--- src/common/ws2812_pkg.sv ---
// Shared register map, status bits and field widths for the WS2812B receiver and its testbench
package ws2812_pkg;

    // ----------------------------------------
    // Field widths
    // ----------------------------------------
    localparam int PIXEL_BITS = 24;   // Bits kept from each frame
    localparam int COLOR_W    = 8;    // One colour channel
    localparam int APB_ADDR_W = 12;   // APB byte address
    localparam int APB_DATA_W = 32;   // APB data bus

    // ----------------------------------------
    // Register offsets
    // ----------------------------------------
    // Red, green and blue are laid out in RGB order on the bus,
    // the line itself carries them as G, R, B
    localparam logic [APB_ADDR_W-1:0] ADDR_RED    = 12'h000;  // Red byte
    localparam logic [APB_ADDR_W-1:0] ADDR_GREEN  = 12'h004;  // Green byte
    localparam logic [APB_ADDR_W-1:0] ADDR_BLUE   = 12'h008;  // Blue byte
    localparam logic [APB_ADDR_W-1:0] ADDR_STATUS = 12'h00C;  // Flags, write bit 0 to clear
    localparam logic [APB_ADDR_W-1:0] ADDR_FRAMES = 12'h010;  // Wrapping frame count

    // ----------------------------------------
    // Status bit positions
    // ----------------------------------------
    localparam int STAT_READY   = 0;  // Pixel captured since last clear
    localparam int STAT_OVERRUN = 1;  // Pixel captured while ready still set

endpackage

--- src/rx_frontend/ws2812_line_decoder.sv ---
// Line decoder that times high pulses on the LED line into bits and flags the end of a frame
module ws2812_line_decoder #(
    parameter int CLK_HZ       = 125_000_000,  // System clock in Hz
    parameter int THRESHOLD_NS = 600,          // High time above this decodes as 1
    parameter int IDLE_US      = 10            // Low time that closes a frame
) (
    input  logic clk,
    input  logic reset,
    input  logic din,        // LED data line, already in the clk domain
    output logic bit_valid,  // One-cycle pulse per decoded bit
    output logic bit_value,  // Decoded bit, valid with bit_valid
    output logic frame_end   // One-cycle pulse per idle gap
);

    // ----------------------------------------
    // Cycle counts from the timing parameters
    // ----------------------------------------
    // 64-bit products, CLK_HZ * THRESHOLD_NS easily passes 2^31
    localparam longint THRESH_L = (longint'(CLK_HZ) * longint'(THRESHOLD_NS)) / 1_000_000_000;
    localparam longint IDLE_L   = (longint'(CLK_HZ) * longint'(IDLE_US)) / 1_000_000;

    localparam int THRESH_CYCLES = int'(THRESH_L);
    localparam int IDLE_CYCLES   = int'(IDLE_L);
    localparam int HIGH_MAX      = THRESH_CYCLES + 1;   // Past threshold is all we need to know
    localparam int HIGH_W        = $clog2(HIGH_MAX + 1);
    localparam int LOW_W         = $clog2(IDLE_CYCLES + 1);

    logic              din_q;     // Previous line sample
    logic [HIGH_W-1:0] high_cnt;  // High samples in current run
    logic [LOW_W-1:0]  low_cnt;   // Low samples before current one
    logic              armed;     // A high was seen since the last frame_end
    logic              fall;      // First low sample after a high run
    logic              idle_hit;  // Low run just reached the idle count

    assign fall     = din_q & ~din;
    assign idle_hit = armed & ~din & (low_cnt == LOW_W'(IDLE_CYCLES - 1));

    // Previous sample for edge detection
    always_ff @(posedge clk) begin
        if (reset) begin
            din_q <= 1'b0;
        end else begin
            din_q <= din;
        end
    end

    // ----------------------------------------
    // High time, saturating
    // ----------------------------------------
    always_ff @(posedge clk) begin
        if (reset) begin
            high_cnt <= '0;
        end else if (din) begin
            if (high_cnt != HIGH_W'(HIGH_MAX)) begin
                high_cnt <= high_cnt + 1'b1;
            end
        end else begin
            high_cnt <= '0;  // Restart for the next pulse
        end
    end

    // One bit per falling edge, counter still holds the full run here
    always_ff @(posedge clk) begin
        if (reset) begin
            bit_valid <= 1'b0;
            bit_value <= 1'b0;
        end else begin
            bit_valid <= fall;
            if (fall) begin
                bit_value <= (high_cnt > HIGH_W'(THRESH_CYCLES));  // Long pulse is a 1
            end
        end
    end

    // ----------------------------------------
    // Low time and end of frame
    // ----------------------------------------
    always_ff @(posedge clk) begin
        if (reset) begin
            low_cnt <= '0;
        end else if (din) begin
            low_cnt <= '0;
        end else if (low_cnt != LOW_W'(IDLE_CYCLES)) begin
            low_cnt <= low_cnt + 1'b1;  // Holds at the idle count
        end
    end

    // Single pulse per gap, re-armed by any high sample
    always_ff @(posedge clk) begin
        if (reset) begin
            armed     <= 1'b0;
            frame_end <= 1'b0;
        end else begin
            frame_end <= idle_hit;
            if (din) begin
                armed <= 1'b1;
            end else if (idle_hit) begin
                armed <= 1'b0;
            end
        end
    end

endmodule

--- src/rx_frontend/ws2812_pixel_capture.sv ---
// Pixel capture that assembles the first 24 bits of a frame into colours and forwards the rest
module ws2812_pixel_capture
    import ws2812_pkg::*;
(
    input  logic               clk,
    input  logic               reset,
    input  logic               din,         // Raw line, source for forwarding
    input  logic               bit_valid,   // Decoded bit strobe
    input  logic               bit_value,   // Decoded bit
    input  logic               frame_end,   // Idle gap seen
    output logic [COLOR_W-1:0] red,
    output logic [COLOR_W-1:0] green,
    output logic [COLOR_W-1:0] blue,
    output logic               pixel_done,  // One-cycle pulse per captured pixel
    output logic               dout         // Forwarded line
);

    // ----------------------------------------
    // Bit counting and shifting
    // ----------------------------------------
    logic [4:0]            bit_cnt;     // Bits taken in this frame
    logic [PIXEL_BITS-2:0] shift_q;     // First 23 bits, MSB first
    logic [PIXEL_BITS-1:0] pixel_word;  // Full word once the last bit arrives
    logic                  passthru;    // Own pixel done, line goes downstream
    logic                  take_bit;    // Bit belongs to this pixel
    logic                  last_bit;    // Bit 24 of the frame
    logic                  din_q;       // One-cycle delayed line

    assign take_bit   = bit_valid & ~passthru;
    assign last_bit   = take_bit & (bit_cnt == 5'(PIXEL_BITS - 1));
    assign pixel_word = {shift_q, bit_value};  // Last bit joins directly

    // Shift register, data only
    always_ff @(posedge clk) begin
        if (take_bit) begin
            shift_q <= pixel_word[PIXEL_BITS-2:0];
        end
    end

    // Counter and passthrough flag
    always_ff @(posedge clk) begin
        if (reset) begin
            bit_cnt  <= '0;
            passthru <= 1'b0;
        end else if (frame_end) begin
            bit_cnt  <= '0;    // Next frame starts at bit 1
            passthru <= 1'b0;
        end else if (take_bit) begin
            bit_cnt <= bit_cnt + 1'b1;  // Stops at 24, later bits not counted
            if (last_bit) begin
                passthru <= 1'b1;
            end
        end
    end

    // ----------------------------------------
    // Colour latch, wire order is G R B
    // ----------------------------------------
    always_ff @(posedge clk) begin
        if (reset) begin
            red        <= '0;
            green      <= '0;
            blue       <= '0;
            pixel_done <= 1'b0;
        end else begin
            pixel_done <= last_bit;
            if (last_bit) begin
                green <= pixel_word[23:16];  // First byte on the wire
                red   <= pixel_word[15:8];
                blue  <= pixel_word[7:0];
            end
        end
    end

    // ----------------------------------------
    // Forwarding
    // ----------------------------------------
    always_ff @(posedge clk) begin
        din_q <= din;  // Line copy, gated below
    end

    // Low unless the pixel for this LED is already taken
    assign dout = passthru & din_q;

endmodule

--- src/verilog/ws2812_apb_regs.sv ---
// APB register block with status flags, frame counter and colour readback for the receiver
module ws2812_apb_regs
    import ws2812_pkg::*;
(
    input  logic                  clk,
    input  logic                  reset,
    // APB slave
    input  logic                  psel,
    input  logic                  penable,
    input  logic                  pwrite,
    input  logic [APB_ADDR_W-1:0] paddr,
    input  logic [APB_DATA_W-1:0] pwdata,
    output logic [APB_DATA_W-1:0] prdata,
    output logic                  pready,
    output logic                  pslverr,
    // From pixel capture and decoder
    input  logic [COLOR_W-1:0]    red,
    input  logic [COLOR_W-1:0]    green,
    input  logic [COLOR_W-1:0]    blue,
    input  logic                  pixel_done,
    input  logic                  frame_end
);

    localparam int PAD_W = APB_DATA_W - COLOR_W;  // Zero fill above a byte

    logic                  ready_flag;    // STAT_READY
    logic                  overrun_flag;  // STAT_OVERRUN
    logic [7:0]            frame_cnt;     // Wraps at 256
    logic                  access;        // APB access phase
    logic                  addr_ok;       // One of the five offsets
    logic                  clear_req;     // Status clear write
    logic [APB_DATA_W-1:0] status_word;

    // ----------------------------------------
    // Address decode
    // ----------------------------------------
    assign access = psel & penable;
    assign pready = 1'b1;  // No wait states

    assign addr_ok = (paddr == ADDR_RED)    || (paddr == ADDR_GREEN) ||
                     (paddr == ADDR_BLUE)   || (paddr == ADDR_STATUS) ||
                     (paddr == ADDR_FRAMES);

    assign pslverr   = access & ~addr_ok;
    assign clear_req = access & pwrite & (paddr == ADDR_STATUS) & pwdata[0];

    always_comb begin
        status_word               = '0;
        status_word[STAT_READY]   = ready_flag;
        status_word[STAT_OVERRUN] = overrun_flag;
    end

    // Read mux, unmapped returns zero
    always_comb begin
        case (paddr)
            ADDR_RED:    prdata = {{PAD_W{1'b0}}, red};
            ADDR_GREEN:  prdata = {{PAD_W{1'b0}}, green};
            ADDR_BLUE:   prdata = {{PAD_W{1'b0}}, blue};
            ADDR_STATUS: prdata = status_word;
            ADDR_FRAMES: prdata = {{(APB_DATA_W - 8){1'b0}}, frame_cnt};
            default:     prdata = '0;
        endcase
    end

    // ----------------------------------------
    // Status flags
    // ----------------------------------------
    always_ff @(posedge clk) begin
        if (reset) begin
            ready_flag   <= 1'b0;
            overrun_flag <= 1'b0;
        end else if (pixel_done) begin
            // New pixel wins over a clear in the same cycle
            ready_flag   <= 1'b1;
            overrun_flag <= overrun_flag | ready_flag;  // Previous pixel never cleared
        end else if (clear_req) begin
            ready_flag   <= 1'b0;
            overrun_flag <= 1'b0;
        end
    end

    // Frame counter
    always_ff @(posedge clk) begin
        if (reset) begin
            frame_cnt <= '0;
        end else if (frame_end) begin
            frame_cnt <= frame_cnt + 1'b1;
        end
    end

endmodule

--- src/verilog/ws2812_receiver_top.sv ---
// Top level of the WS2812B receive peripheral, ties line decoder, pixel capture and APB registers
module ws2812_receiver_top
    import ws2812_pkg::*;
#(
    parameter int CLK_HZ       = 125_000_000,  // System clock in Hz
    parameter int THRESHOLD_NS = 600,          // 0/1 boundary on high time
    parameter int IDLE_US      = 10            // Frame gap
) (
    input  logic                  clk,
    input  logic                  reset,
    // LED chain
    input  logic                  din,      // From upstream
    output logic                  dout,     // To downstream LEDs
    // APB slave
    input  logic                  psel,
    input  logic                  penable,
    input  logic                  pwrite,
    input  logic [APB_ADDR_W-1:0] paddr,
    input  logic [APB_DATA_W-1:0] pwdata,
    output logic [APB_DATA_W-1:0] prdata,
    output logic                  pready,
    output logic                  pslverr
);

    // ----------------------------------------
    // Internal wiring
    // ----------------------------------------
    logic               bit_valid;
    logic               bit_value;
    logic               frame_end;   // Shared by capture and registers
    logic [COLOR_W-1:0] red;
    logic [COLOR_W-1:0] green;
    logic [COLOR_W-1:0] blue;
    logic               pixel_done;

    // Timing lives only in the decoder
    ws2812_line_decoder #(
        .CLK_HZ       (CLK_HZ),
        .THRESHOLD_NS (THRESHOLD_NS),
        .IDLE_US      (IDLE_US)
    ) line_decoder_inst (
        .clk       (clk),
        .reset     (reset),
        .din       (din),
        .bit_valid (bit_valid),
        .bit_value (bit_value),
        .frame_end (frame_end)
    );

    ws2812_pixel_capture pixel_capture_inst (
        .clk        (clk),
        .reset      (reset),
        .din        (din),
        .bit_valid  (bit_valid),
        .bit_value  (bit_value),
        .frame_end  (frame_end),
        .red        (red),
        .green      (green),
        .blue       (blue),
        .pixel_done (pixel_done),
        .dout       (dout)
    );

    ws2812_apb_regs apb_regs_inst (
        .clk        (clk),
        .reset      (reset),
        .psel       (psel),
        .penable    (penable),
        .pwrite     (pwrite),
        .paddr      (paddr),
        .pwdata     (pwdata),
        .prdata     (prdata),
        .pready     (pready),
        .pslverr    (pslverr),
        .red        (red),
        .green      (green),
        .blue       (blue),
        .pixel_done (pixel_done),
        .frame_end  (frame_end)
    );

endmodule

--- config.mk ---
export PLATFORM = sky130hd
export DESIGN_NAME = ws2812_receiver_top
export DESIGN_NICKNAME = d
export VERILOG_FILES = /design/src/common/ws2812_pkg.sv /design/src/rx_frontend/ws2812_line_decoder.sv /design/src/rx_frontend/ws2812_pixel_capture.sv /design/src/verilog/ws2812_apb_regs.sv /design/src/verilog/ws2812_receiver_top.sv
export SDC_FILE = /design/constraint.sdc
export NUM_CORES = 1
export LEC_CHECK = 0
export BUFFER_PORTS_ARGS = -buffer_cell sky130_fd_sc_hd__clkbuf_2
export CELL_PAD_IN_SITES_DETAIL_PLACEMENT = 1
export CELL_PAD_IN_SITES_GLOBAL_PLACEMENT = 2
export CORE_AREA = 3 3 91 137
export DETAILED_ROUTE_END_ITERATION = 7
export DIE_AREA = 0 0 94 140
export PLACE_DENSITY_LB_ADDON = 0.1
export SYNTH_ARGS = -nofsm -noshare
export SYNTH_HDL_FRONTEND = slang
export SYNTH_SLANG_ARGS = --single-unit
--- constraint.sdc ---
create_clock -name clk -period 2.2 [get_ports clk]
set_input_delay 0.22 -clock clk [delete_from_list [all_inputs] [get_ports clk]]
set_output_delay 0.22 -clock clk [all_outputs]
set_load 0.005 [all_outputs]
==> out/qor.txt <==
Top-area cell type share of the netlist area = 33.9%
Maximum VDD drop = 0.371 mV
Via count = 2589
HP Class = in2reg
Antenna Cells = 0
Vias in the first global route = 2797
Final worst-path cycle share = 81.0%
Cell Pwr Density = 784 mW/mm2
Number of enable flip-flop cells after synthesis = 23
CP Max Fanout = 12
Worst-Skew Late Latency = 0.34 ns
Drt total wl = 8.29 mm
Slew HR = 63.7%
Row count = 48
Die ar. = 0.0132 mm2
Initial antenna violation count = 0
Initial Utilization = 33.6%
Max-slew violation count = 0
Synthesized area = 0.00384 mm2
Post-synthesis adder-cell area fraction = 2.28%
Top-count cell post-synth = dfxtp_1
CTS max path bufs = 2
Worst slack, placed = 0.371 ns
Post-synthesis mux area share = 9.98%
Worst EP arrival = 1.56 ns
Total clock sinks = 88
RSZ-0062 raised after global routing = false
WS Path Type = in2out
Xor/xnor share of the synthesized area = 4.56%
Largest cells by area after synthesis = dfxtp_1 34%, edfxtp_1 18%, mux2i_1 7.0%
# nets final = 449
DRT antenna net count = 0
Synth Area in Compound Gates = 6.33%
Fillers = 1302
Die outline width = 94 um
Root Driver = clkbuf_16
Max cap viols = 0
Chip Height = 140 um
WL/cell = 15.2 um
Fin Clk Skew = 0.00699 ns
FFs w/ async S/R, synth = 0%
Worst Setup End Kind = output pin
H-tree lvl count = 3
WP data required = 1.98 ns
Final setup fails = 0
Lkg Pwr = 1.57 nW
Post-synthesis sequential area ratio = 51.9%
Final Hold Fails = 0
Largest family of logic cells by synthesized area = simple AND/OR/NAND/NOR gates
Setup ws final = 0.418 ns
FMAX = 0.561 GHz
Hold path cells = 1
Largest net degree at the start of global routing = 29
Setup Fix Bufs, Post-CTS = 0
DR vias/cell = 4.73
Synthesis-to-layout area growth = 12.8%
Ys Warns = 0
# DRC = 0
Tot GR Track Use = 13.6%
CTS Hold Buffers Added = 0
Yosys cell types = 47
Crit start category = input pin
Boundary Pins = 85
Num CTS Buffers = 9
Final min period = 1.78 ns
Worst slew pin tran = 0.544 ns
First-pass iteration count of the detailed router = 4
Mapped Cells = 364
CTS tree = built
Simple-gate area share of the yosys netlist = 16.8%
Core footprint = 0.0114 mm2
Dominant cell type by area after synthesis = dfxtp_1
Top FF cell, synth = dfxtp_1
Status = complete, no violations
First-pass GRT wire length = 13.8 mm
Gr ovfl total = 0
R2R depth = 6
Layout cells sized above 1 = 16.4%
Reg clk slew, reported paths = 0.06 ns
Final Wtd Congestion = 0.711
DR iter-0 viols = 88
Total power = 3.39 mW
Resize count post-CTS = 0
FF+latch count, synth = 88
Detail Placement HPWL = 5.95 mm
Synthesized area per cell = 10.5 um2
Most frequent cells after synthesis = 65 x dfxtp_1, 62 x nor2_1, 28 x buf_4
PortBufs = 28
Final Util = 37.9%
Setup TNS Final = 0 ns
## flip-flops by register name, summed over array words and instances, names as in the netlist, 5 cells and up
signal,count
apb_regs_inst.frame_cnt,8
line_decoder_inst.high_cnt,7
pixel_capture_inst.red,8
line_decoder_inst.low_cnt,11
pixel_capture_inst.blue,8
pixel_capture_inst.shift_q,23
pixel_capture_inst.bit_cnt,5
pixel_capture_inst.green,8
## cell usage in the layout (no fill, tap or decap), types with 2 or more instances in the layout
cell type,instances
ha_1,7
and3_1,4
xor2_1,14
o21ai_0,7
nand3_1,8
or2_2,2
edfxtp_1,23
conb_1,25
a2bb2oi_1,6
nor4_1,2
mux2_2,6
and2_1,2
a22oi_1,8
clkbuf_16,9
buf_4,5
mux2i_1,27
xnor2_1,6
nor2_1,62
mux4_2,2
a21oi_1,6
a41oi_1,2
nor3_1,9
inv_6,3
or3_1,4
nor2b_1,5
nand3b_1,2
nand4_1,9
nand2_1,11
inv_1,8
clkbuf_2,28
dfxtp_1,65
## worst paths after layout
check	startpoint	to	slack, ns
worst min-delay path	din	pixel_capture_inst.din_q	0.09
worst min register to register	line_decoder_inst.armed	line_decoder_inst.frame_end	0.45
worst max register to register	line_decoder_inst.high_cnt[0]	line_decoder_inst.high_cnt[1]	0.42
worst max-delay path	paddr[2]	prdata[5]	0.42
## power by group
group	internal (mW)	switching (mW)
Combinational	0.0364	0.0730
Clock	0.930	0.674
Sequential	1.67	0.0108
## stage by stage
step | area [um2] | hold slack (ns) | std cells
3_3_place_gp | 4020 | 0.427 | 531
4_1_cts | 4330 | 0.0710 | 547
6_report | 4330 | 0.0900 | 547
2_1_floorplan | 3920 | 0.248 | 387
5_1_grt | 4330 | 0.0876 | 547
3_5_place_dp | 4020 | 0.431 | 531
## critical path, cell delays in order
cell	delay [ns]
clkbuf_2	0.32
mux2_2	0.39
a22oi_1	0.26
a2bb2oi_1	0.19
nor2_1	0.06
clkbuf_2	0.12
## kinds of logic (layout without fill, tap and decap cells)
kind of cell               count (synthesis)  in the layout
adders and majority gates                  7              7
buffers and inverters                     47             57
muxes                                     35             35
DFF                                       88             88
AOI/OAI and AO/OA                         35             35
and+or+nand+nor                          130            130
other                                      2             25
xor gates and xnor gates                  20             20
## final cells by class
class	instances	area [um2]	area share, %
flip-flops and latches	88	1990	46.0
multi-input cells	252	1630	37.7
clock buffers	10	239	5.52
well taps	150	188	4.34
repair buffers	33	178	4.10
clock inverters	6	72.6	1.68
inverters	8	30.0	0.694
## metal layers
metal  track usage [%]  share of wire [%]  vias to the layer above
li1                  -                  -                     1274
met1              14.8                 42                     1267
met2              24.6                 54                       38
met3              3.71                3.1                       10
met4              5.02                1.5                        0
met5                 0                  0                        -
No activity file was read; power rests on OpenSTA's default activity.
